<file path="src/logic/speaker_click.sv">
// Speaker bit, audio tick divider and bounded-length speaker pulse stretcher
module speaker_click #(
    parameter int AUDIO_TICK_DIV = 612,
    parameter int STRETCH_TICKS  = 255
) (
    input  logic clk_pixel_w,
    input  logic system_reset_n_w,
    input  logic speaker_toggle_i,
    input  logic speaker_en_i,
    output logic speaker_o
);

    localparam int DIV_W     = (AUDIO_TICK_DIV > 1) ? $clog2(AUDIO_TICK_DIV) : 1;
    localparam int STRETCH_W = (STRETCH_TICKS > 0) ? $clog2(STRETCH_TICKS + 1) : 1;

    logic [DIV_W-1:0]     div_cnt_r;
    logic                 tick_r;
    logic                 speaker_bit_r;
    logic                 prev_bit_r;
    logic [STRETCH_W-1:0] stretch_cnt_r;

    always_ff @(posedge clk_pixel_w or negedge system_reset_n_w) begin
        if (!system_reset_n_w) begin
            div_cnt_r     <= '0;
            tick_r        <= 1'b0;
            speaker_bit_r <= 1'b0;
            prev_bit_r    <= 1'b0;
            stretch_cnt_r <= '0;
            speaker_o     <= 1'b0;
        end else begin
            // One tick every AUDIO_TICK_DIV clocks
            if (div_cnt_r == DIV_W'(AUDIO_TICK_DIV - 1)) begin
                div_cnt_r <= '0;
                tick_r    <= 1'b1;
            end else begin
                div_cnt_r <= div_cnt_r + 1'b1;
                tick_r    <= 1'b0;
            end

            if (speaker_toggle_i) begin
                speaker_bit_r <= ~speaker_bit_r;
            end

            // A held level must not sit on the audio line forever
            if (tick_r) begin
                if (speaker_bit_r != prev_bit_r) begin
                    stretch_cnt_r <= STRETCH_W'(STRETCH_TICKS);
                end else if (stretch_cnt_r != '0) begin
                    stretch_cnt_r <= stretch_cnt_r - 1'b1;
                end
                prev_bit_r <= speaker_bit_r;
                speaker_o  <= prev_bit_r && (stretch_cnt_r != '0) && speaker_en_i;
            end
        end
    end

endmodule

</file>
<file path="config.mk">
export PLATFORM = sky130hd
export DESIGN_NAME = speaker_click
export DESIGN_NICKNAME = d
export VERILOG_FILES = /design/src/logic/speaker_click.sv
export SDC_FILE = /design/constraint.sdc
export NUM_CORES = 1
export LEC_CHECK = 0
export ABC_CLOCK_PERIOD_IN_PS = 1750
export BUFFER_PORTS_ARGS = -buffer_cell sky130_fd_sc_hd__buf_2
export CORE_MARGIN = 3
export CORE_UTILIZATION = 45
export CTS_CLUSTER_DIAMETER = 50
export DETAILED_ROUTE_END_ITERATION = 16
export SLEW_MARGIN = 15
export SYNTH_ARGS = -nofsm -noshare
export SYNTH_HDL_FRONTEND = slang
export SYNTH_SLANG_ARGS = --single-unit
</file>
<file path="constraint.sdc">
create_clock -name clk_pixel_w -period 1.75 [get_ports clk_pixel_w]
set_input_delay 0.35 -clock clk_pixel_w [delete_from_list [all_inputs] [get_ports clk_pixel_w]]
set_output_delay 0.35 -clock clk_pixel_w [all_outputs]
set_load 0.01 [all_outputs]
</file>
# == Yosys cells after proc, flatten, opt, wreduce, memory -nomap -nowiden ==
# Cells that the tools add are included.
# W data, S select, Z words.
# totals
out_inout_bits,1
inputBits,4
mem_count,0
romBits,0
ramBits,0
reg_bits,22
elab_cells,20
latchBits,0
# op_classes
div_mod_pow,0
n_eq_ne,2
n_reduce_logical,5
shifts,0
n_bitwise,1
order_cmp,0
n_addsub,2
n_mux,4
mul,0
# ops
cell,n
$mux W8,2
$add A10 B1 Y10 const B,1
$eq A10 B10 Y1 const B,1
$mux W10,1
$reduce_bool A8 Y1,1
$sub A8 B1 Y8 const B,1
$logic_and A1 B1 Y1,2
$reduce_and A2 Y1,1
$reduce_bool A2 Y1,1
$mux W1,1
$ne A1 B1 Y1,1
$not A1 Y1,1

# == Depth between registers and ports, before layout ==
# logic_depth
word_depth,3
depth_mapped,5
mapped_depth_nobuf,5

# == Worst setup path before layout ==
# OpenSTA, ideal clock, no wires.
# synth_timing
path_type,flip-flop to flip-flop
from,reg stretch_cnt_r[0]
to,reg stretch_cnt_r[0]
stages_incl_launch_ff,6
setup_ns,0.136
t_arrival_ns,1.540
required_ns,1.614
n_path_buf,0
slack_ns,0.074
cell_sequence,dfrtp_1 inv_1 ha_1 or4b_1 o31ai_1 mux2i_1
# synth_between
elab_chain_len,3
word_cells_on_any_way,6
cone_classes,1 x add/sub; 2 x mux; 3 x reduce/logical
# synth_rtl
item,line_no,rtl
from (decl),20,logic [STRETCH_W-1:0] stretch_cnt_r;
from (signal assigned),47,stretch_cnt_r <= STRETCH_W'(STRETCH_TICKS);
from (signal assigned),49,stretch_cnt_r <= stretch_cnt_r - 1'b1;
$sub A8 B1 Y8 or $reduce_bool A8 Y1 (tied branches),"49, 48",
$mux W8 or $reduce_bool A2 Y1 (tied branches),-,
$mux W8 or $reduce_and A2 Y1 (tied branches),-,
# Parallel ways exist; a longest one is shown, timed or not. The select of a mux whose other input is x is not followed.
# A chain may end at the register's enable or synchronous reset.

# == Final worst setup path ==
# layout_timing
from,reg stretch_cnt_r[2]
to,reg stretch_cnt_r[7]
# Same word-level chain as after synthesis.

==> summary.md <==
| Metric | Value |
|---|---|
| Final Cycle Share | 0.9742 |
| Initial Utilization | 0.4817 |
| DRT iter0 DRCs | 10 |
| Peak Freq | 586.6 MHz |
| Number of global-route vias before repair | 735 |
| PwrDens | 702.9 nW/um2 |
| Buffer and inverter count on the worst path | 0 |
| Max incr delay on CP | 0.47 ns |
| Mapped Nets | 109 |
| Post-detail-place hpwl | 1336 um |
| Clock sink count | 22 |
| Die W | 55.13 um |
| Req. time, crit path | 1.95 ns |
| Yosys reg bits | 22 |
| Status | complete, no violations |
| Async S/R FF share, synth | 1.000 |
| Final Critical Period | 1.705 ns |
| WHS | 0.2064 ns |
| Flop-to-flop setup slack | 0.05 ns |
| Post-Route WL | 1936 um |
| DR vias | 799 |
| Kind of critical path | reg2reg |
| Final hold vios | 0 |
| Post-synth EDFFs | 0 |
| RePlAce Congestion | 0.7407 |
| Maxcap violations | 0 |
| Hold Crit Depth | 2 |
| Area share of the largest cell type after synthesis | 0.5069 |
| Synth top cells by count | 22 x dfrtp_1, 8 x a21oi_1, 6 x nand2_1 |
| Num rows | 17 |
| Clock transition at the registers of the reported paths | 0.12 ns |
| Post-Syn Area | 1086 um2 |
| Gr usage total | 0.1478 |
| Antenna violations before repair | 0 |
| Delay-heaviest family, CP | simple AND/OR/NAND/NOR gates |
| Grt total ovfl | 0 |
| Worst Hold Endpoint | speaker_bit_r |
| P&R area growth vs syn | 14.86% |
| Root buf cell | clkbuf_4 |
| IO Port Bufs | 4 |
| WP data arrival | 1.91 ns |
| Final Setup Violations | 0 |
| Reg-to-Reg Start | stretch_cnt_r[2] |
| CTS tree | built |
| CP max stage cell | or4_1 |
| Number of vias per cell | 5.587 |
| Clock tree buffer depth | 2 |
| Ys flop type | dfrtp_1 |
| Startpoint types | flip-flop |
| Hold Path Class | in2reg |
| Mapped Cells | 103 |
| I/O pins | 5 |
| Yosys Warn Count | 0 |
| Crit end category | flip-flop |
| Antenna Cells | 0 |
| Final antenna-violating net count | 0 |
| Reg-to-Reg End | stretch_cnt_r[7] |
| Largest net degree at the start of global routing | 23 |
| CTS buffer count | 3 |
| Mean Syn Cell Area | 10.54 um2 |
| IR drop worst, VDD | 0.0005745 V |
| Clk_lat worst skew | 0.30 ns |
| Lkg Pwr | 0.0005421 uW |
| WL/cell | 13.54 um |
| First-pass GRT wire length | 3132 um |
| First drt pass iteration count | 4 |
| CP max FO | 4 |
| Register area share after synthesis | 0.5069 |
| Top cells by area, synth | dfrtp_1 51%, a21oi_1 3.7%, mux2i_1 3.7% |
| Layout Nets | 122 |
| Final Max Tran Viols | 0 |
| Chip Height | 55.13 um |
| CTS H-tree depth | 1 |
| Setup TNS | 0 ns |
| Share of cells above drive strength 1 | 0.1913 |
| Hold path start | speaker_toggle_i |
| R2R depth | 3 |
| Clk_skew | 0.003359 ns |
| Rel. slew slack | 0.4687 |
| DRC | 0 |
| Most numerous cell in the Yosys netlist | dfrtp_1 |
| Die area | 3039 um2 |
| Post-synth top area cell | dfrtp_1 |
| Worst-Margin Slew | 0.7943 ns |
| Synth cell types | 35 |
| Crit-path cells | or3_4 > or4_1 > a221o_1 |
| CORE AREA | 2255 um2 |
[repair_timing]
| item | in CTS | in global routing |
|---|---|---|
| gates resized for setup | 1 | 5 |
| endpoints found under the hold margin | 22 | 0 |
| pin swaps | 0 | 1 |
| buffers inserted | 0 | 0 |
| hold buffers | 1 | 0 |
| setup endpoints to repair | 2 | 4 |
[worst max path at each step]
stage / from / to / slack (ns) / cells past startpoint
after detailed placement: stretch_cnt_r[0] / stretch_cnt_r[0] / -0.03 / 5
final: stretch_cnt_r[2] / stretch_cnt_r[7] / 0.05 / 3
after floorplan: stretch_cnt_r[0] / stretch_cnt_r[0] / 0.07 / 5
after CTS: stretch_cnt_r[0] / stretch_cnt_r[3] / 0.009 / 5
after global routing: stretch_cnt_r[3] / stretch_cnt_r[7] / -0.002 / 3
after global placement: stretch_cnt_r[0] / stretch_cnt_r[1] / 0.06 / 5
[per-layer routing]
| layer | vias up | global-route usage | routed length (um) |
|---|---|---|---|
| met4 | 0 | 0.07287 | 17 |
| met3 | 2 | 0.02413 | 42 |
| met2 | 5 | 0.2224 | 845 |
| met1 | 392 | 0.2044 | 1031 |
| li1 | 400 | - | - |
| met5 | - | 0 | 0 |
[placed cells by master, fill, tap and decap left out, drive strengths merged, types with 4 or more instances in the layout]
cell type and count:
a21oi 8, dfrtp 22, nand3 4, mux2i 4
xor2 4, nand2 6, buf 11, o21ai 5
inv 4, or3 4, clkbuf 4, nor3 4
[cell families (layout without fill, tap and decap cells)]
family | count (synthesis) | after routing | share of synthesized area
compound gates | 26 | 26 | 0.1544
xor+xnor | 7 | 7 | 0.05645
fa+ha+maj | 2 | 2 | 0.02304
buf+inv | 8 | 20 | 0.03110
flops | 22 | 22 | 0.5069
mux | 5 | 5 | 0.04724
simple gates | 33 | 33 | 0.1809
[state kept, by name, indices dropped and copies added, names as in the netlist]
name           cells
speaker_o          1
speaker_bit_r      1
tick_r             1
prev_bit_r         1
div_cnt_r         10
stretch_cnt_r      8
[through the flow]
step	cell area, um2	power [uW]	std cells	setup WS, ns	util
3_5_place_dp	1175	608.1	138	-0.02632	0.5211
2_1_floorplan	1086	586.2	103	0.07408	-
5_1_grt	1247	930.6	143	-0.002421	0.5533
3_3_place_gp	1175	607.2	138	0.06253	0.5211
6_report	1247	876.8	143	0.04520	0.5533
4_1_cts	1226	897.2	143	0.009429	0.5438
[report_power, final]
group / switching [uW] / leakage [uW] / internal, uW
logic: 52.5 / 0.000236 / 16.4
registers: 12.1 / 0.000285 / 520
clock network: 149 / 0.0000210 / 127
total: 213 / 0.000542 / 663
[area by class of cell]
cell class / instances / area [um2]
Fill cell: 217 / 1007
Sequential cell: 22 / 550.5
Multi-Input combinational cell: 73 / 528.0
Timing Repair Buffer: 12 / 82.58
Clock buffer: 4 / 36.28
Tap cell: 28 / 35.03
Inverter: 4 / 15.01
Note: power is estimated with default switching activity, not from simulation.
