[src/logic/shadow_mem_pkg.sv]
// Shadow memory address and data types, port numbering and port count
package shadow_mem_pkg;

    localparam int MEM_ADDR_W = 10;   // 1 KB of shadow RAM

    typedef logic [MEM_ADDR_W-1:0] mem_addr_t;
    typedef logic [7:0]            mem_data_t;

    // Lower port number wins arbitration
    localparam int VIDEO_PORT = 0;
    localparam int CPU_PORT   = 1;
    localparam int NUM_PORTS  = 2;

endpackage

[src/logic/mem_port_if.sv]
// Requester to arbiter memory port interface with requester and arbiter modports
interface mem_port_if;
    import shadow_mem_pkg::*;

    logic      req;     // Level, held until granted
    logic      we;
    mem_addr_t addr;
    mem_data_t wdata;
    logic      gnt;     // One-cycle pulse
    mem_data_t rdata;
    logic      rvalid;  // One cycle after a read grant

    modport requester (
        output req,
        output we,
        output addr,
        output wdata,
        input  gnt,
        input  rdata,
        input  rvalid
    );

    modport arbiter (
        input  req,
        input  we,
        input  addr,
        input  wdata,
        output gnt,
        output rdata,
        output rvalid
    );

endinterface

[src/logic/video_fetch.sv]
// Video read port that issues one shadow memory read at a time and returns the byte
module video_fetch (
    input  logic                      clk_pixel_w,
    input  logic                      system_reset_n_w,
    input  logic                      video_rd_i,
    input  shadow_mem_pkg::mem_addr_t video_addr_i,
    mem_port_if.requester             vid_port,
    output logic                      video_busy_o,
    output logic                      video_valid_o,
    output shadow_mem_pkg::mem_data_t video_data_o
);

    logic accept_w;

    assign accept_w = video_rd_i && !video_busy_o;

    // Read only port
    assign vid_port.we    = 1'b0;
    assign vid_port.wdata = '0;

    always_ff @(posedge clk_pixel_w or negedge system_reset_n_w) begin
        if (!system_reset_n_w) begin
            video_busy_o  <= 1'b0;
            video_valid_o <= 1'b0;
            vid_port.req  <= 1'b0;
        end else begin
            video_valid_o <= vid_port.rvalid;
            if (accept_w) begin
                video_busy_o <= 1'b1;
                vid_port.req <= 1'b1;
            end else begin
                if (vid_port.gnt) begin
                    vid_port.req <= 1'b0;
                end
                if (vid_port.rvalid) begin
                    video_busy_o <= 1'b0;  // Drops with the valid pulse
                end
            end
        end
    end

    always_ff @(posedge clk_pixel_w) begin
        if (accept_w) begin
            vid_port.addr <= video_addr_i;
        end
        if (vid_port.rvalid) begin
            video_data_o <= vid_port.rdata;
        end
    end

endmodule

[src/flat_wrapper.sv]
// flat-port wrapper written by rule: the top's interface ports become plain ports
module video_fetch_flat 
  (clk_pixel_w, system_reset_n_w, video_rd_i, video_addr_i, video_busy_o, video_valid_o, video_data_o, vid_port_req, vid_port_we, vid_port_addr, vid_port_wdata, vid_port_gnt, vid_port_rdata, vid_port_rvalid);
  mem_port_if vid_port_i ();
  input  logic clk_pixel_w;
  input  logic system_reset_n_w;
  input  logic video_rd_i;
  input  shadow_mem_pkg::mem_addr_t video_addr_i;
  output logic video_busy_o;
  output logic video_valid_o;
  output shadow_mem_pkg::mem_data_t video_data_o;
  output wire logic [$bits(vid_port_i.req)-1:0] vid_port_req;
  output wire logic [$bits(vid_port_i.we)-1:0] vid_port_we;
  output wire logic [$bits(vid_port_i.addr)-1:0] vid_port_addr;
  output wire logic [$bits(vid_port_i.wdata)-1:0] vid_port_wdata;
  input wire logic [$bits(vid_port_i.gnt)-1:0] vid_port_gnt;
  input wire logic [$bits(vid_port_i.rdata)-1:0] vid_port_rdata;
  input wire logic [$bits(vid_port_i.rvalid)-1:0] vid_port_rvalid;
  assign vid_port_req = vid_port_i.req;
  assign vid_port_we = vid_port_i.we;
  assign vid_port_addr = vid_port_i.addr;
  assign vid_port_wdata = vid_port_i.wdata;
  assign vid_port_i.gnt = vid_port_gnt;
  assign vid_port_i.rdata = vid_port_rdata;
  assign vid_port_i.rvalid = vid_port_rvalid;
  video_fetch u_core (.clk_pixel_w(clk_pixel_w), .system_reset_n_w(system_reset_n_w), .video_rd_i(video_rd_i), .video_addr_i(video_addr_i), .vid_port(vid_port_i), .video_busy_o(video_busy_o), .video_valid_o(video_valid_o), .video_data_o(video_data_o));
endmodule
[config.mk]
export PLATFORM = sky130hd
export DESIGN_NAME = video_fetch_flat
export DESIGN_NICKNAME = d
export VERILOG_FILES = /design/src/logic/shadow_mem_pkg.sv /design/src/logic/mem_port_if.sv /design/src/logic/video_fetch.sv /design/src/flat_wrapper.sv
export SDC_FILE = /design/constraint.sdc
export NUM_CORES = 1
export LEC_CHECK = 0
export BUFFER_PORTS_ARGS = -buffer_cell sky130_fd_sc_hd__buf_2
export CAP_MARGIN = 20
export CORE_MARGIN = 10
export CORE_UTILIZATION = 34
export DETAILED_ROUTE_END_ITERATION = 8
export PLACE_DENSITY = 0.72
export SETUP_SLACK_MARGIN = 0.15
export SYNTH_ARGS = -nofsm -noshare
export SYNTH_HDL_FRONTEND = slang
export SYNTH_SLANG_ARGS = --single-unit
export TNS_END_PERCENT = 50
[constraint.sdc]
create_clock -name clk_pixel_w -period 1.1 [get_ports clk_pixel_w]
set_input_delay 0.055 -clock clk_pixel_w [delete_from_list [all_inputs] [get_ports clk_pixel_w]]
set_output_delay 0.055 -clock clk_pixel_w [all_outputs]
set_load 0.005 [all_outputs]
Yosys cells after proc, flatten, opt, wreduce, memory -nomap -nowiden
Index checks and enable logic that the tools add are counted.

Flip-flop bits (word level): 21. Latch bits: 0. Bits in writable memories: 0. Memory bits (read-only): 0. Output and inout port bits: 30. Memories: 0.

Add/sub/neg operators: 0. $mul: 0. Divide/modulo/power cells: 0. Magnitude comparators: 0. Equal/unequal tests: 0. Shifts and indexed selects: 0. Muxes and demuxes: 4. Bitwise operators: 0. Reductions and logical operators: 4.

Operators with widths (number): 1-bit two-way mux (4); 2-bit nonzero test (2); 1-bit logical AND (1); 1-bit logical NOT (1).

Depth between registers and ports, before layout
Word-level depth: 3. Depth in mapped cells: 2. Depth with buffers taken out: 2.

Worst setup path before layout
OpenSTA, ideal clock, no wires.

Path type: reg2reg. Start: register u_core.video_busy_o. End: register u_core.vid_port.addr[0], enable pin. Setup time: 334 ps. Arrival time: 758 ps. Required time: 766 ps. Slack: 8 ps. Stages on the path, launching flop included: 3. Path buffers: 0. Period minus slack after synthesis: 1092 ps. Cells stage by stage: dfrtp_1 > nand2b_4 > inv_1.

Longest elaborated chain between the ends: 2.

RTL lines: start, declared (line video_fetch.sv:8) `output logic video_busy_o,`; start signal, assigned (line video_fetch.sv:23) `video_busy_o <= 1'b0;`; start signal, assigned (line video_fetch.sv:29) `video_busy_o <= 1'b1;`; start signal, assigned (line video_fetch.sv:36) `video_busy_o <= 1'b0;`; 1-bit logical NOT (line video_fetch.sv:15) `assign accept_w = video_rd_i && !video_busy_o;`; 1-bit logical AND (line video_fetch.sv:15); net u_core.accept_w (line video_fetch.sv:13) `logic accept_w;`; end signal, assigned (line video_fetch.sv:44) `vid_port.addr <= video_addr_i;`; end, declared (line mem_port_if.sv:16) `output addr,`.

The timed path passes the listed nets, and every way through them passes these cells. A chain may end at the register's enable or synchronous reset.

Final worst setup path
Start: register u_core.video_busy_o. End: register u_core.vid_port.addr[8], enable pin.

Longest elaborated chain between the ends: 2.

RTL lines (line): 1-bit logical NOT (video_fetch.sv:15); 1-bit logical AND (video_fetch.sv:15).

Every way passes these cells.

==> key figures <==
Setup path
  – FF-to-FF setup slack: around 130 ps
  – CP Capture Type: flop
  – Critical path data arrival time: between 900 and 1000 ps
  – Critical path data required time: about 1100 ps
  – Worst-path maximum fanout: 5
  – Crit Path Class: flop to flop
  – CP startpoint kind: flop

Clock network
  – Clock Tree Buf Depth: 2
  – Clock sink count: 21
  – Skew-Pair Late Insertion Delay: around 280 ps
  – Root Buffer: clkbuf_4
  – TritonCTS Buffers: 3
  – TritonCTS clock tree: yes
  – Clock transition at path regs: about 100 ps
  – # H-tree levels: 1

Die
  – Die Y: approximately 66 um
  – Die area: 0.00440 mm2
  – Die W: 66.3 um
  – Core Box Area: 0.00200 mm2
  – Starting density of the core: 0.364
  – Row cnt: 16
  – IO Count: 53

Logic synthesis
  – Synth Instances: 37
  – Synth unique cells: 7
  – Syn avg cell area: a little under 20 um2
  – Synth area leaders: edfxtp_1 74%, dfrtp_1 10%, buf_4 9.3%
  – XOR/XNOR Fraction of Synth Area: 0
  – Yosys top cell by area: edfxtp_1
  – Post-synth top cells: 18 x edfxtp_1, 9 x buf_4, 3 x dfrtp_1, 3 x inv_1, 2 x o21ai_2
  – Area share of the largest cell type after synthesis: 0.741
  – Flip-flop and latch count after synthesis: 21
  – Most frequent cell after synthesis: edfxtp_1
  – Synthesis Warnings: 0
  – Mux cell area share after synthesis: 0
  – Post-synthesis compound-gate area fraction: 0.0240
  – Synth Area in Adders: 0
  – Simple-gate share of the synthesized area: 0.0189
  – Largest family of logic cells by synthesized area: buffers and inverters
  – Asr flop ratio synth: 0.143
  – Synth Cell Area: 729 um2
  – Predominant post-synthesis flop cell: edfxtp_1
  – Seq/Total Area, Yosys: 0.844
  – Post-synth EDFFs: 18

Timing
  – WHS: 74.6 ps
  – Part of the cycle the worst path needs: 0.879
  – Fin. Hold Viols: 0
  – Final setup fails: 0
  – Skew final: 0.846 ps
  – RSZ-0062 raised after global routing: true
  – Fmax: approximately 1000 MHz
  – Slew Viols, Final: 0
  – Final min period: a little under 1000 ps
  – Fin Setup TNS: 0 ps

Global route
  – Total GRT Usage: 0.0865
  – Vias in the first global route: 583
  – GR Overflow Total: 0
  – Global-route wire length before repair: 2880 um
  – Largest net degree at the start of global routing: 12
  – Antenna violations before repair: 0

Place
  – Buffers on Ports: between 40 and 50
  – HPWL after DPL: between 1000 and 1500 um
  – RePlAce Congestion: between 0.6 and 0.7

Layout
  – Area growth syn-to-layout: 64.0%
  – Nets@finish: 130
  – Layout cells sized above 1: 0.491
  – Fill count: roughly 170
  – Diode count: 0

Pwr
  – Pint: between 1000 and 1500 uW
  – Overall Power: ~1500 uW
  – PD cells: 1280 mW/mm2
  – Psw: about 320 uW
  – Clock network power share: 0.219
  – Sequential Power Share: 0.624
  – Leak: 0.000537 uW
  – Combinational power share: 0.157
  – Sw Share: 0.206
  – Worst IR drop on VDD: 0.621 mV

Status
  – Outcome: complete, no violations

Detailed routing
  – Drt pass-1 iters: 2
  – DR vias/cell: roughly 3.9
  – DRT iter0 DRCs: 12
  – Number of remaining DRC errors: 0
  – DR vias: between 500 and 600
  – Total wire length: approximately 1900 um
  – Per-cell routed wire length: between 10 and 15 um
  – Antenna viol nets, final: 0

Flow run
  – MaxCap Viol Count: 0

Min path
  – Worst min path class: input pin to async pin
-- power by group through the flow --
stage               logic, uW  clock network (uW)  registers, uW
finish                    240                 335            954
global route              265                 387            960
CTS                       242                 359            955
detailed placement        173                   0            973
global placement          169                   0            969
floorplan                67.5                   0            984
-- worst paths after layout --
check / from / cells after the start / endpoint
setup / recovery: u_core.video_busy_o$_DFFE_PN0P_ / 2 / u_core.vid_port.addr[8]$_DFFE_PP_
max in group asynchronous: system_reset_n_w / 2 / u_core.vid_port.req$_DFFE_PN0P_
min in group clk_pixel_w: video_rd_i / 4 / u_core.vid_port.req$_DFFE_PN0P_
hold reg to reg: u_core.vid_port.req$_DFFE_PN0P_ / 2 / u_core.vid_port.req$_DFFE_PN0P_
setup reg to reg: u_core.video_busy_o$_DFFE_PN0P_ / 2 / u_core.vid_port.addr[8]$_DFFE_PP_
hold / removal: system_reset_n_w / 2 / u_core.video_busy_o$_DFFE_PN0P_
-- sequential cells by signal, indices dropped and copies added (netlist names) --
name	flops
u_core.video_data_o	8
u_core.vid_port.req	1
u_core.vid_port.addr	10
u_core.video_busy_o	1
u_core.video_valid_o	1
-- cell usage in the layout, fill, tap and decap left out --
| cell | n |
|---|---|
| nand2b_4 | 1 |
| dfrtp_1 | 3 |
| inv_1 | 2 |
| conb_1 | 9 |
| clkinvlp_4 | 2 |
| o21ai_2 | 2 |
| clkbuf_4 | 3 |
| buf_2 | 43 |
| dlygate4sd3_1 | 21 |
| edfxtp_1 | 18 |
| clkbuf_1 | 1 |
| buf_4 | 1 |
-- routing by layer --
metal  share of wire  global-route usage
met3            0.11              0.0356
met5               0                   0
met2            0.58               0.170
met1            0.30              0.0690
met4          0.0083              0.0471
-- critical path: stages (launching register included) --
cell        delay (ps)
dfrtp_1            400
nand2b_4           170
clkinvlp_4         120
-- area by class of cell --
cell class	count	area, um2	share of cell area
clock buffers	4	26.3	0.0220
multi-input cells	12	65.1	0.0544
repair inverters	1	7.51	0.00628
repair buffers	65	433	0.362
flip-flops and latches	21	616	0.515
well taps	27	33.8	0.0282
inverters	3	15.0	0.0126
-- cells by family after synthesis --
| group | after synthesis |
|---|---|
| compound gates | 2 |
| buf+inv | 12 |
| other cells | 1 |
| simple gates | 1 |
| flops | 21 |
-- what timing repair did --
item / 4_1_cts / 5_1_grt
hold buffers: 21 / 0
pin swaps: 0 / 0
buffers inserted: 1 / 0
hold endpoints to repair: 23 / 0
gates cloned: 1 / 0
endpoints found under the setup margin: 10 / 10
resized for setup: 1 / 0
-- through the flow --
stage | std cells | worst slack (ps) | util | cell area [um2]
after global placement | 106 | 91.6 | 0.472 | 945
after CTS | 133 | 122 | 0.598 | 1200
final | 133 | 133 | 0.598 | 1200
after floorplan | 45 | 99.2 | - | 763
after global routing | 133 | 98.2 | 0.598 | 1200
after detailed placement | 106 | 70.0 | 0.472 | 945
Note: power is estimated with default switching activity, not from simulation.
