**config.mk**
```make
export PLATFORM = sky130hd
export DESIGN_NAME = bus_snoop_flat
export DESIGN_NICKNAME = d
export VERILOG_FILES = /design/src/logic/a2_bus_pkg.sv /design/src/logic/shadow_mem_pkg.sv /design/src/logic/mem_port_if.sv /design/src/logic/bus_snoop.sv /design/src/flat_wrapper.sv
export SDC_FILE = /design/constraint.sdc
export NUM_CORES = 1
export LEC_CHECK = 0
export BUFFER_PORTS_ARGS = -buffer_cell sky130_fd_sc_hd__clkbuf_2
export CORE_MARGIN = 1.5
export CORE_UTILIZATION = 40
export DETAILED_ROUTE_END_ITERATION = 7
export GPL_ROUTABILITY_DRIVEN = 0
export PLACE_DENSITY_LB_ADDON = 0.08
export SETUP_SLACK_MARGIN = 0.2
export SLEW_MARGIN = 20
export SYNTH_ARGS = -nofsm -noshare
export SYNTH_HDL_FRONTEND = slang
export SYNTH_SLANG_ARGS = --single-unit
```
**constraint.sdc**
```tcl
create_clock -name clk_pixel_w -period 5.4 [get_ports clk_pixel_w]
set_clock_uncertainty 0.05 [all_clocks]
set_input_delay 0.27 -clock clk_pixel_w [delete_from_list [all_inputs] [get_ports clk_pixel_w]]
set_output_delay 0.27 -clock clk_pixel_w [all_outputs]
set_load 0.02 [all_outputs]
```
**src/logic/a2_bus_pkg.sv**
```systemverilog
// Apple II bus types, speaker soft-switch address and text-page window constants
package a2_bus_pkg;

    // Address and data buses as seen on the slot connector
    typedef logic [15:0] a2_addr_t;
    typedef logic [7:0]  a2_data_t;

    // Speaker soft switch, any access toggles the cone
    localparam a2_addr_t SPEAKER_ADDR = 16'hC030;

    // Text page 1 window shadowed in card memory
    localparam a2_addr_t TEXT_BASE = 16'h0400;
    localparam int       TEXT_SIZE = 1024;     // Bytes

endpackage

```
**src/logic/shadow_mem_pkg.sv**
```systemverilog
// Shadow memory address and data types, port numbering and port count
package shadow_mem_pkg;

    localparam int MEM_ADDR_W = 10;   // 1 KB of shadow RAM

    typedef logic [MEM_ADDR_W-1:0] mem_addr_t;
    typedef logic [7:0]            mem_data_t;

    // Lower port number wins arbitration
    localparam int VIDEO_PORT = 0;
    localparam int CPU_PORT   = 1;
    localparam int NUM_PORTS  = 2;

endpackage

```
**src/logic/mem_port_if.sv**
```systemverilog
// Requester to arbiter memory port interface with requester and arbiter modports
interface mem_port_if;
    import shadow_mem_pkg::*;

    logic      req;     // Level, held until granted
    logic      we;
    mem_addr_t addr;
    mem_data_t wdata;
    logic      gnt;     // One-cycle pulse
    mem_data_t rdata;
    logic      rvalid;  // One cycle after a read grant

    modport requester (
        output req,
        output we,
        output addr,
        output wdata,
        input  gnt,
        input  rdata,
        input  rvalid
    );

    modport arbiter (
        input  req,
        input  we,
        input  addr,
        input  wdata,
        output gnt,
        output rdata,
        output rvalid
    );

endinterface

```
**src/logic/bus_snoop.sv**
```systemverilog
// Apple bus snooper with phi1 synchronizer, cycle capture, text-window writes and speaker toggle
module bus_snoop (
    input  logic                  clk_pixel_w,
    input  logic                  system_reset_n_w,
    input  logic                  a2_phi1_i,
    input  a2_bus_pkg::a2_addr_t  a2_addr_i,
    input  a2_bus_pkg::a2_data_t  a2_data_i,
    input  logic                  a2_rw_n_i,
    input  logic                  a2_m2sel_n_i,
    mem_port_if.requester         cpu_port,
    output logic                  speaker_toggle_o
);
    import a2_bus_pkg::*;
    import shadow_mem_pkg::*;

    localparam a2_addr_t TEXT_LIMIT = a2_addr_t'(TEXT_BASE + TEXT_SIZE);

    logic     phi1_meta_r;
    logic     phi1_sync_r;
    logic     phi1_prev_r;
    logic     phi1_rise_w;

    logic     cap_valid_r;
    a2_addr_t addr_cap_r;
    a2_data_t data_cap_r;
    logic     rw_n_cap_r;
    logic     m2sel_n_cap_r;

    logic     in_window_w;
    logic     window_write_w;
    logic     speaker_hit_w;
    a2_addr_t offset_w;

    assign phi1_rise_w = phi1_sync_r & ~phi1_prev_r;

    // phi1 into the pixel clock domain, edge found one flop later
    always_ff @(posedge clk_pixel_w or negedge system_reset_n_w) begin
        if (!system_reset_n_w) begin
            phi1_meta_r <= 1'b0;
            phi1_sync_r <= 1'b0;
            phi1_prev_r <= 1'b0;
            cap_valid_r <= 1'b0;
        end else begin
            phi1_meta_r <= a2_phi1_i;
            phi1_sync_r <= phi1_meta_r;
            phi1_prev_r <= phi1_sync_r;
            cap_valid_r <= phi1_rise_w;
        end
    end

    // Bus is stable while phi1 is high
    always_ff @(posedge clk_pixel_w) begin
        if (phi1_rise_w) begin
            addr_cap_r    <= a2_addr_i;
            data_cap_r    <= a2_data_i;
            rw_n_cap_r    <= a2_rw_n_i;
            m2sel_n_cap_r <= a2_m2sel_n_i;
        end
    end

    // Decode of the captured cycle
    assign in_window_w    = (addr_cap_r >= TEXT_BASE) && (addr_cap_r < TEXT_LIMIT);
    assign window_write_w = cap_valid_r && !m2sel_n_cap_r && !rw_n_cap_r && in_window_w;
    assign speaker_hit_w  = cap_valid_r && !m2sel_n_cap_r && (addr_cap_r == SPEAKER_ADDR);
    assign offset_w       = addr_cap_r - TEXT_BASE;

    assign cpu_port.we = 1'b1;     // Snooper only ever writes

    always_ff @(posedge clk_pixel_w or negedge system_reset_n_w) begin
        if (!system_reset_n_w) begin
            cpu_port.req     <= 1'b0;
            speaker_toggle_o <= 1'b0;
        end else begin
            if (window_write_w) begin
                cpu_port.req <= 1'b1;  // Newer cycle replaces a pending one
            end else if (cpu_port.gnt) begin
                cpu_port.req <= 1'b0;
            end
            speaker_toggle_o <= speaker_hit_w;
        end
    end

    always_ff @(posedge clk_pixel_w) begin
        if (window_write_w) begin
            cpu_port.addr  <= mem_addr_t'(offset_w);
            cpu_port.wdata <= mem_data_t'(data_cap_r);
        end
    end

endmodule

```
**src/flat_wrapper.sv**
```systemverilog
// flat-port wrapper written by rule: the top's interface ports become plain ports
module bus_snoop_flat import a2_bus_pkg::*; import shadow_mem_pkg::*;
  (clk_pixel_w, system_reset_n_w, a2_phi1_i, a2_addr_i, a2_data_i, a2_rw_n_i, a2_m2sel_n_i, speaker_toggle_o, cpu_port_req, cpu_port_we, cpu_port_addr, cpu_port_wdata, cpu_port_gnt, cpu_port_rdata, cpu_port_rvalid);
  mem_port_if cpu_port_i ();
  input  logic clk_pixel_w;
  input  logic system_reset_n_w;
  input  logic a2_phi1_i;
  input  a2_bus_pkg::a2_addr_t a2_addr_i;
  input  a2_bus_pkg::a2_data_t a2_data_i;
  input  logic a2_rw_n_i;
  input  logic a2_m2sel_n_i;
  output logic speaker_toggle_o;
  output wire logic [$bits(cpu_port_i.req)-1:0] cpu_port_req;
  output wire logic [$bits(cpu_port_i.we)-1:0] cpu_port_we;
  output wire logic [$bits(cpu_port_i.addr)-1:0] cpu_port_addr;
  output wire logic [$bits(cpu_port_i.wdata)-1:0] cpu_port_wdata;
  input wire logic [$bits(cpu_port_i.gnt)-1:0] cpu_port_gnt;
  input wire logic [$bits(cpu_port_i.rdata)-1:0] cpu_port_rdata;
  input wire logic [$bits(cpu_port_i.rvalid)-1:0] cpu_port_rvalid;
  assign cpu_port_req = cpu_port_i.req;
  assign cpu_port_we = cpu_port_i.we;
  assign cpu_port_addr = cpu_port_i.addr;
  assign cpu_port_wdata = cpu_port_i.wdata;
  assign cpu_port_i.gnt = cpu_port_gnt;
  assign cpu_port_i.rdata = cpu_port_rdata;
  assign cpu_port_i.rvalid = cpu_port_rvalid;
  bus_snoop u_core (.clk_pixel_w(clk_pixel_w), .system_reset_n_w(system_reset_n_w), .a2_phi1_i(a2_phi1_i), .a2_addr_i(a2_addr_i), .a2_data_i(a2_data_i), .a2_rw_n_i(a2_rw_n_i), .a2_m2sel_n_i(a2_m2sel_n_i), .cpu_port(cpu_port_i), .speaker_toggle_o(speaker_toggle_o));
endmodule
```
**Word level (Yosys, flattened, before mapping)**

Index checks and enable logic that the tools add are counted.

- Register bits: 50
- Input bits: 39
- Output and inout port bits: 21
- Word-level logic and storage cells: 28

- $add $sub $neg: 1
- $lt $le $gt $ge: 2
- Equality and inequality tests: 1
- Multiplexer cells: 2
- Bitwise logic cells: 2
- Reductions and logical operators: 8

Operator list:

| kind | number |
|---|---|
| == test 16 bit, second input constant | 1 |
| greater-or-equal comparator 16 x 11 -> 1 bit, second input constant | 1 |
| < comparator 16 x 12 -> 1 bit, second input constant | 1 |
| subtractor 10 x 1 -> 10 bit, second input constant | 1 |
| logical AND 1 bit | 5 |
| zero test 1 bit | 2 |
| 2-to-1 mux 1 bit | 2 |
| nonzero test 2 bit | 1 |
| bitwise AND 1 bit | 1 |
| NOT 1 bit | 1 |

**Longest topological paths before layout**

Gate-level depths: netlist (run 1).

- Depth after elaboration: 5
- Gate-level depth with buffers: 3
- Gate-level depth less buffers: 3

**Worst setup path before layout (run 1)**

Ideal clock, no wire load.

- Path kind: register to register
- Start: reg u_core.addr_cap_r[11]
- End: reg u_core.cpu_port.addr[0], enable pin
- Setup time: 0.439 ns
- Arrival: 2.718 ns
- Data required time: 4.911 ns
- Setup slack: 2.193 ns
- Stages on the path, launching flop included: 4
- Buffers on the path: 0
- Clock period less this slack: 3.207 ns
- Path through: edfxtp_1 nand2b_1 or4_4 nor4_1

- Cells in the longest elaborated chain, start to end: 3
- Elaborated cells between the ends (all ways): 4
- Those cells by class: 2 x order compare; 2 x reduce/logical

Ends and longest elaborated chain:

| item | line | text |
|---|---|---|
| start, declared | bus_snoop.sv:24 | `a2_addr_t addr_cap_r;` |
| start signal, assigned | bus_snoop.sv:54 | `addr_cap_r <= a2_addr_i;` |
| greater-or-equal comparator 16 x 11 -> 1 bit or < comparator 16 x 12 -> 1 bit (tied branches) | bus_snoop.sv:62 | `assign in_window_w = (addr_cap_r >= TEXT_BASE) && (addr_cap_r < TEXT_LIMIT);` |
| logical AND 1 bit (*) | bus_snoop.sv:62 |  |
| logical AND 1 bit (*) | bus_snoop.sv:63 | `assign window_write_w = cap_valid_r && !m2sel_n_cap_r && !rw_n_cap_r && in_window_w;` |
| named net u_core.window_write_w | bus_snoop.sv:30 | `logic window_write_w;` |
| end signal, assigned | bus_snoop.sv:85 | `cpu_port.addr <= mem_addr_t'(offset_w);` |
| end, declared | mem_port_if.sv:16 | `output addr,` |

The timed path passes the listed nets; every way through them passes the cells marked *.
A chain may end at the register's enable or synchronous reset.

**Worst setup path after layout (run 1)**

- Start: reg u_core.addr_cap_r[11]
- End: reg u_core.cpu_port.addr[1], enable pin

Same word-level chain as after synthesis.

==> results of run 1 <==
[worst max-delay path by stage]
| stage | to | slack (ns) | cells past startpoint |
|---|---|---|---|
| after floorplan | u_core.cpu_port.addr[0] | 2.19 | 3 |
| after global placement | u_core.cpu_port.wdata[1] | 3.60 | 4 |
| after detailed placement | u_core.cpu_port.addr[7] | 3.59 | 4 |
| after CTS | u_core.cpu_port.wdata[7] | 3.58 | 4 |
| after global routing | u_core.cpu_port.wdata[2] | 3.53 | 4 |
| final | u_core.cpu_port.addr[1] | 3.60 | 4 |
[what timing repair did]
item,in CTS,in global routing
endpoints found under the hold margin,6,0
hold buffers,1,0
gates resized for setup,0,0
[cell usage after synthesis]
cell type and instances:
nand4_1 1, dfrtp_1 6, o41ai_2 1, nand4b_1 1
nor2b_1 1, nand2b_1 3, edfxtp_1 44, nor3_1 1
conb_1 1, buf_4 1, or4_4 1, nor2_1 2
nor4_1 2
[per-layer routing]
layer | GRT usage [%] | vias to the layer above | share of wire, % | routed length [µm]
met5 | 0 | - | 0 | 0
li1 | - | 366 | - | -
met4 | 6.250 | 0 | 1.7 | 35
met3 | 5.137 | 2 | 8.7 | 183
met2 | 18.06 | 36 | 53 | 1114
met1 | 11.33 | 333 | 36 | 764
[through the flow]
| step | hold WS (ns) | total power [µW] | std cells | cell area (µm²) |
|---|---|---|---|---|
| 2_1_floorplan | -0.07559 | 448.1 | 65 | 1575 |
| 3_3_place_gp | 0.05647 | 460.3 | 163 | 1897 |
| 3_5_place_dp | 0.05311 | 461.8 | 163 | 1897 |
| 4_1_cts | 0.01386 | 673.1 | 172 | 1998 |
| 5_1_grt | 0.01514 | 695.2 | 172 | 1998 |
| 6_report | 0.02586 | 663.0 | 172 | 1998 |
[cells by family after synthesis]
family          count (synthesis)
flops                          50
other cells                     1
buf+inv                         1
compound gates                  1
simple gates                   12
[final cells by class]
cell class                 instances  share of cell area [%]
sequential                        50                   73.64
timing repair buffer              52                   13.53
multi-input combinational         14                   5.260
clock buffer                       7                   4.321
tap                               48                   3.006
clock inverter                     1                  0.2505
[worst reg2reg max path, cell delays in order, from the launching register on]
cell and delay, ns:
edfxtp_1 0.35, nand2b_1 0.14, or4_4 0.45, nor4_2 0.21, buf_4 0.29
[sequential cells by signal, indices dropped and copies added (netlist names)]
| signal | cells |
|---|---|
| u_core.cap_valid_r | 1 |
| u_core.data_cap_r | 8 |
| u_core.speaker_toggle_o | 1 |
| u_core.cpu_port.wdata | 8 |
| u_core.addr_cap_r | 16 |
| u_core.rw_n_cap_r | 1 |
| u_core.cpu_port.addr | 10 |
| u_core.cpu_port.req | 1 |
| u_core.phi1_prev_r | 1 |
| u_core.phi1_meta_r | 1 |
| u_core.m2sel_n_cap_r | 1 |
| u_core.phi1_sync_r | 1 |
[power by group through the flow]
stage          Combinational (µW)  Clock, µW  Sequential, µW
5_1_grt                      20.1        239             436
6_report                     18.0        210             435
3_3_place_gp                 17.1          0             443
3_5_place_dp                 18.1          0             444
2_1_floorplan                5.33          0             443
4_1_cts                      18.7        219             435
==> results.cfg, run 1 <==
[sta]
hold_viol = 0
setup_violations = 0
finalWorstSetupSlack_ns = 3.599
rsz0062_at_grt = false
slew_viol_final = 0
finalCritPeriodShare_pct = 33.35
tns_ns = 0
min_period_ns = 1.801
max_freq_mhz = 555.3
max_slew.worst_pin.slew_ns = 0.6183
slew_headroom_pct = 58.59

[critical_path]
crit_type = reg -> reg
worst-path-max-fanout = 18
cp.arrival_ns = 1.73
start_kind = flip-flop
r2r_setup_slack_ns = 3.60
critPathLaunch = u_core.addr_cap_r[11]
r2r-start = u_core.addr_cap_r[11]
cp_slowest_cell = or4_4
crit_required_ns = 5.33
reg2reg_depth = 4
endpoint_kind = flip-flop
worst_r2r_endpoint = u_core.cpu_port.addr[1]
cp_slowest_stage_delay_ns = 0.45
worst-path-buf-inv = 1
crit_chain = nand2b_1, or4_4, nor4_2, buf_4
critPathTopFamily = simple AND/OR/NAND/NOR gates

[power_and_ir_drop]
p_int_uw = 543.9
switching_share_pct = 17.96
vdd_drop_max_mv = 0.1546
seqPwrFrac_pct = 65.6
power_density_mw_per_mm2 = 331.8
clockPowerShare_pct = 31.7
p_comb_share_pct = 2.7
power_switching_uw = 119.0
power_leakage_uw = 0.0007763

[clock_tree]
clockBufferDepth = 2
postCtsSetupBuffers = 0
cts_tree = yes
clk_pin_slew_worst_paths_ns = 0.08
root_buffer = clkbuf_8
h-tree-depth = 2
cts.sinks = 50
clk-insertion-delay-late_ns = 0.29
cts_buffers = 5

[floorplan]
fp-row-count = 22
start_util_pct = 42.39
die_w_um = 65.76
coreArea_mm2 = 0.003716
die_height_um = 65.76
die-area_mm2 = 0.004324
io_pins = 60

[logic_synthesis]
yosys.area.top_type = edfxtp_1
synth_xor_xnor_area_share_pct = 0
synthAdderAreaFrac_pct = 0
seq_area_frac_synth_pct = 93.41
synth_top_family_by_area = simple AND/OR/NAND/NOR gates
syn_area_per_cell_um2 = 24.23
synth_area_leaders = edfxtp_1 (84%), dfrtp_1 (9.5%), nand2b_1 (1.2%), o41ai_2 (1.0%), nor4_1 (0.79%)
netlist_instances = 65
synth_cell_types = 13
netlist_area_mm2 = 0.001575
muxShareOfSynthArea_pct = 0
synth-simple-area-share_pct = 4.845
synth_compound_area_share_pct = 1.033
synth_top_area_share_pct = 83.88
ys.warnings.count = 0
synth_seq_cells = 50
syn_nets = 104

[hold_path]
min_path_type = in -> reg
hold_path_end = u_core.phi1_meta_r
min_delay_path_depth = 1
worstHoldStart = a2_phi1_i

[grt]
gr-total-overflow = 0
grt_pass1_wl_um = 3174
grt_use_total_pct = 10.94
grt_pass1_vias = 705
antenna_found_initial = 0
grt_max_degree = 19

[route]
wire_per_inst_um = 12.19
drt.antenna.violating_nets = 0
routed_via_density = 4.285
dr.pass1.iters = 4
drtIter0Drc = 32
vias = 737
finalWirelength_um = 2097
drcViolationCount = 0

[placement]
io_buffers = 49
dp_hpwl_um = 1548
dp_slack_ns = 3.587

[cells_and_area]
antenna_cells = 0
areaGrowthSynthToFinish_pct = 26.85
drive_above_1_share_pct = 50.00
fillerInstances = 327
final_common_cell = clkbuf_2
final_cell_mix = clkbuf_2 (49), edfxtp_1 (44), clkbuf_8 (6), dfrtp_1 (6), nand2b_1 (3)
fin_util_pct = 53.77
multiInputGateArea_um2 = 105.1
nets = 162
ff_latch_area_mm2 = 0.001471

[status]
status = finished clean

[job]
max_cap_viol_count = 0
Power figures use the tool's default switching activity.
==> run 2: changes to the inputs <==
--- a/config.mk
+++ b/config.mk
@@ -5,6 +5,7 @@
 export SDC_FILE = /design/constraint.sdc
 export NUM_CORES = 1
 export LEC_CHECK = 0
+export ABC_AREA = 1
 export BUFFER_PORTS_ARGS = -buffer_cell sky130_fd_sc_hd__clkbuf_2
 export CORE_MARGIN = 1.5
 export CORE_UTILIZATION = 40
==> constraint.sdc (replaced) <==
create_clock -name clk_pixel_w -period 1.8 [get_ports clk_pixel_w]
set_clock_uncertainty 0.05 [all_clocks]
set_input_delay 0.09 -clock clk_pixel_w [delete_from_list [all_inputs] [get_ports clk_pixel_w]]
set_output_delay 0.09 -clock clk_pixel_w [all_outputs]
set_load 0.02 [all_outputs]
==> run 2 against run 1 <==
Count of clock-buffer cells in the layout down 2. Via count rose by 25%. Sequential power grew to 3.0 times the previous value.
==> results.cfg, run 2 <==
[critical_path]
worst-path-max-fanout = 18
reg2reg_depth = 5
r2r_setup_slack_ns = 0.39
crit_required_ns = 1.73
crit_type = reg -> reg
endpoint_kind = flip-flop
worst_r2r_endpoint = u_core.cpu_port.addr[0]
cp.arrival_ns = 1.34
start_kind = flip-flop
r2r-start = u_core.addr_cap_r[11]

[logic_synthesis]
synth_compound_area_share_pct = 0
synthFlopType = edfxtp_1
synth_seq_cells = 50
synthAdderAreaFrac_pct = 0
synth_xor_xnor_area_share_pct = 0
synth-edff-count = 44
synth_top_family_by_area = simple AND/OR/NAND/NOR gates
seq_area_frac_synth_pct = 90.67
yosys.area.top_type = edfxtp_1
ys.warnings.count = 0
syn_area_per_cell_um2 = 18.65
synth_commonest_cells = edfxtp_1 (44), inv_1 (13), nand2_1 (10)
synth_cell_types = 11
post-synth-top-count-cell = edfxtp_1
synth_top_area_share_pct = 81.42
syn_nets = 126
netlist_instances = 87
netlist_area_mm2 = 0.001623
muxShareOfSynthArea_pct = 0
synth-simple-area-share_pct = 5.628
ys_async_sr_fraction_pct = 12.00
synth_area_leaders = edfxtp_1 (81%), dfrtp_1 (9.3%), inv_1 (3.0%), nand2_1 (2.3%), nor2_1 (1.9%)

[grt]
grt_pass1_wl_um = 3781
grt_use_total_pct = 12.32
gr-total-overflow = 0
grt_pass1_vias = 905
antenna_found_initial = 0
grt_max_degree = 28

[clock_tree]
h-tree-depth = 2
cts_resized = 0
cts_buffers = 5
cts.sinks = 50
clk-insertion-delay-late_ns = 0.29
clockBufferDepth = 2
clk_pin_slew_worst_paths_ns = 0.08
cts_tree = yes
root_buffer = clkbuf_8

[floorplan]
die-area_mm2 = 0.004448
die_height_um = 66.70
die_w_um = 66.70
fp-row-count = 22
start_util_pct = 43.03
io_pins = 60
coreArea_mm2 = 0.003771

[hold_path]
min_path_type = in -> async

[sta]
max_freq_mhz = 709.9
setup_violations = 0
rsz0062_at_grt = false
slew_viol_final = 0
hold_viol = 0
tns_ns = 0
min_period_ns = 1.409
finalCritPeriodShare_pct = 78.26

[job]
max_cap_viol_count = 0

[route]
finalWirelength_um = 2424
drcViolationCount = 0
routed_via_density = 4.149
wire_per_inst_um = 10.92
drt.antenna.violating_nets = 0
dr.pass1.iters = 4
drtIter0Drc = 25
vias = 921

[power_and_ir_drop]
vdd_drop_max_mv = 0.5865
power_density_mw_per_mm2 = 861.1
seqPwrFrac_pct = 65.6
switching_share_pct = 18.41
power.total_uw = 1988
clockPowerShare_pct = 29.0
power_switching_uw = 366.1
p_int_uw = 1622
power_leakage_uw = 0.0009721
p_comb_share_pct = 5.4

[cells_and_area]
nets = 212
top_regs = u_core.addr_cap_r (16), u_core.cpu_port.addr (10)
largest_reg_flops = 16
drive_above_1_share_pct = 33.33
areaGrowthSynthToFinish_pct = 42.25
final_cell_mix = clkbuf_2 (49), edfxtp_1 (44), dlygate4sd3_1 (29)
final_common_cell = clkbuf_2
fin_util_pct = 61.21
largest-register = u_core.addr_cap_r
fin_area_mm2 = 0.002308
antenna_cells = 0

[status]
status = finished clean

[placement]
placedInstanceArea_mm2 = 0.001938
io_buffers = 49
run 2: cell types whose count changed in the layout (fill, tap and decap cells not counted), moves of 2 or more:
cell           change
clkinv_1           +3
nor2_1             +5
nor2_2             +2
inv_1             +13
nand2b_1           -3
dlygate4sd3_1     +28
nand2_1           +10
run 2: logic make-up (layout without fill, tap and decap cells):
kind of cell	count (synthesis)	count (layout)
flops	50	50
simple gates	22	22
buf+inv	14	101
other cells	1	1
run 2: timing repair:
item / in CTS / in global routing
hold buffers: 29 / 0
setup buffers: 0 / 0
endpoints found under the hold margin: 34 / 0
run 2: per-layer routing:
metal / part of all wire, % / vias up / track usage (%) / wire length [µm]
li1: - / 465 / - / -
met1: 39 / 419 / 13.42 / 945
met2: 54 / 33 / 21.00 / 1300
met3: 6.0 / 4 / 3.547 / 146
met4: 1.3 / 0 / 7.653 / 32
met5: 0 / - / 0 / 0
run 2: area by class of cell:
cell class	count	area (µm²)
Clock buffer	5	68.82
Clock inverter	3	11.26
Fill cell	307	1463
Inverter	13	48.80
Multi-Input combinational cell	23	97.59
Sequential cell	50	1471
Tap cell	48	60.06
Timing Repair Buffer	80	550.5
run 2: critical path, cell delays in order (launching register included):
cell      delay (ns)
edfxtp_1        0.38
or2_0           0.21
nor2_1          0.10
nand2_1         0.07
inv_1           0.05
buf_4           0.24
run 2: worst max path at each step:
stage                          startpoint                       end  slack [ns]  cells after the start
floorplan              u_core.phi1_prev_r      u_core.addr_cap_r[0]        0.27                      1
global placement    u_core.addr_cap_r[11]  u_core.cpu_port.wdata[2]        0.39                      5
detailed placement  u_core.addr_cap_r[11]  u_core.cpu_port.wdata[0]        0.38                      5
CTS                 u_core.addr_cap_r[11]   u_core.cpu_port.addr[1]        0.37                      5
global route        u_core.addr_cap_r[15]  u_core.cpu_port.wdata[7]        0.22                      6
finish              u_core.addr_cap_r[11]   u_core.cpu_port.addr[0]        0.39                      5
run 2: power groups by stage:
stage / clock network [µW] / logic [µW] / registers (µW)
floorplan: 0 / 21.1 / 1330
global placement: 0 / 57.1 / 1330
detailed placement: 0 / 59.6 / 1330
CTS: 606 / 109 / 1300
global route: 651 / 119 / 1310
finish: 577 / 107 / 1300
run 2: per-stage QoR:
step	cells	hold WS, ns	worst slack (ns)
after floorplan	87	-0.2556	0.2729
after global placement	185	-0.1309	0.3894
after detailed placement	185	-0.1301	0.3831
after CTS	222	0.09912	0.3657
after global routing	222	0.1125	0.2221
final	222	0.1146	0.3914
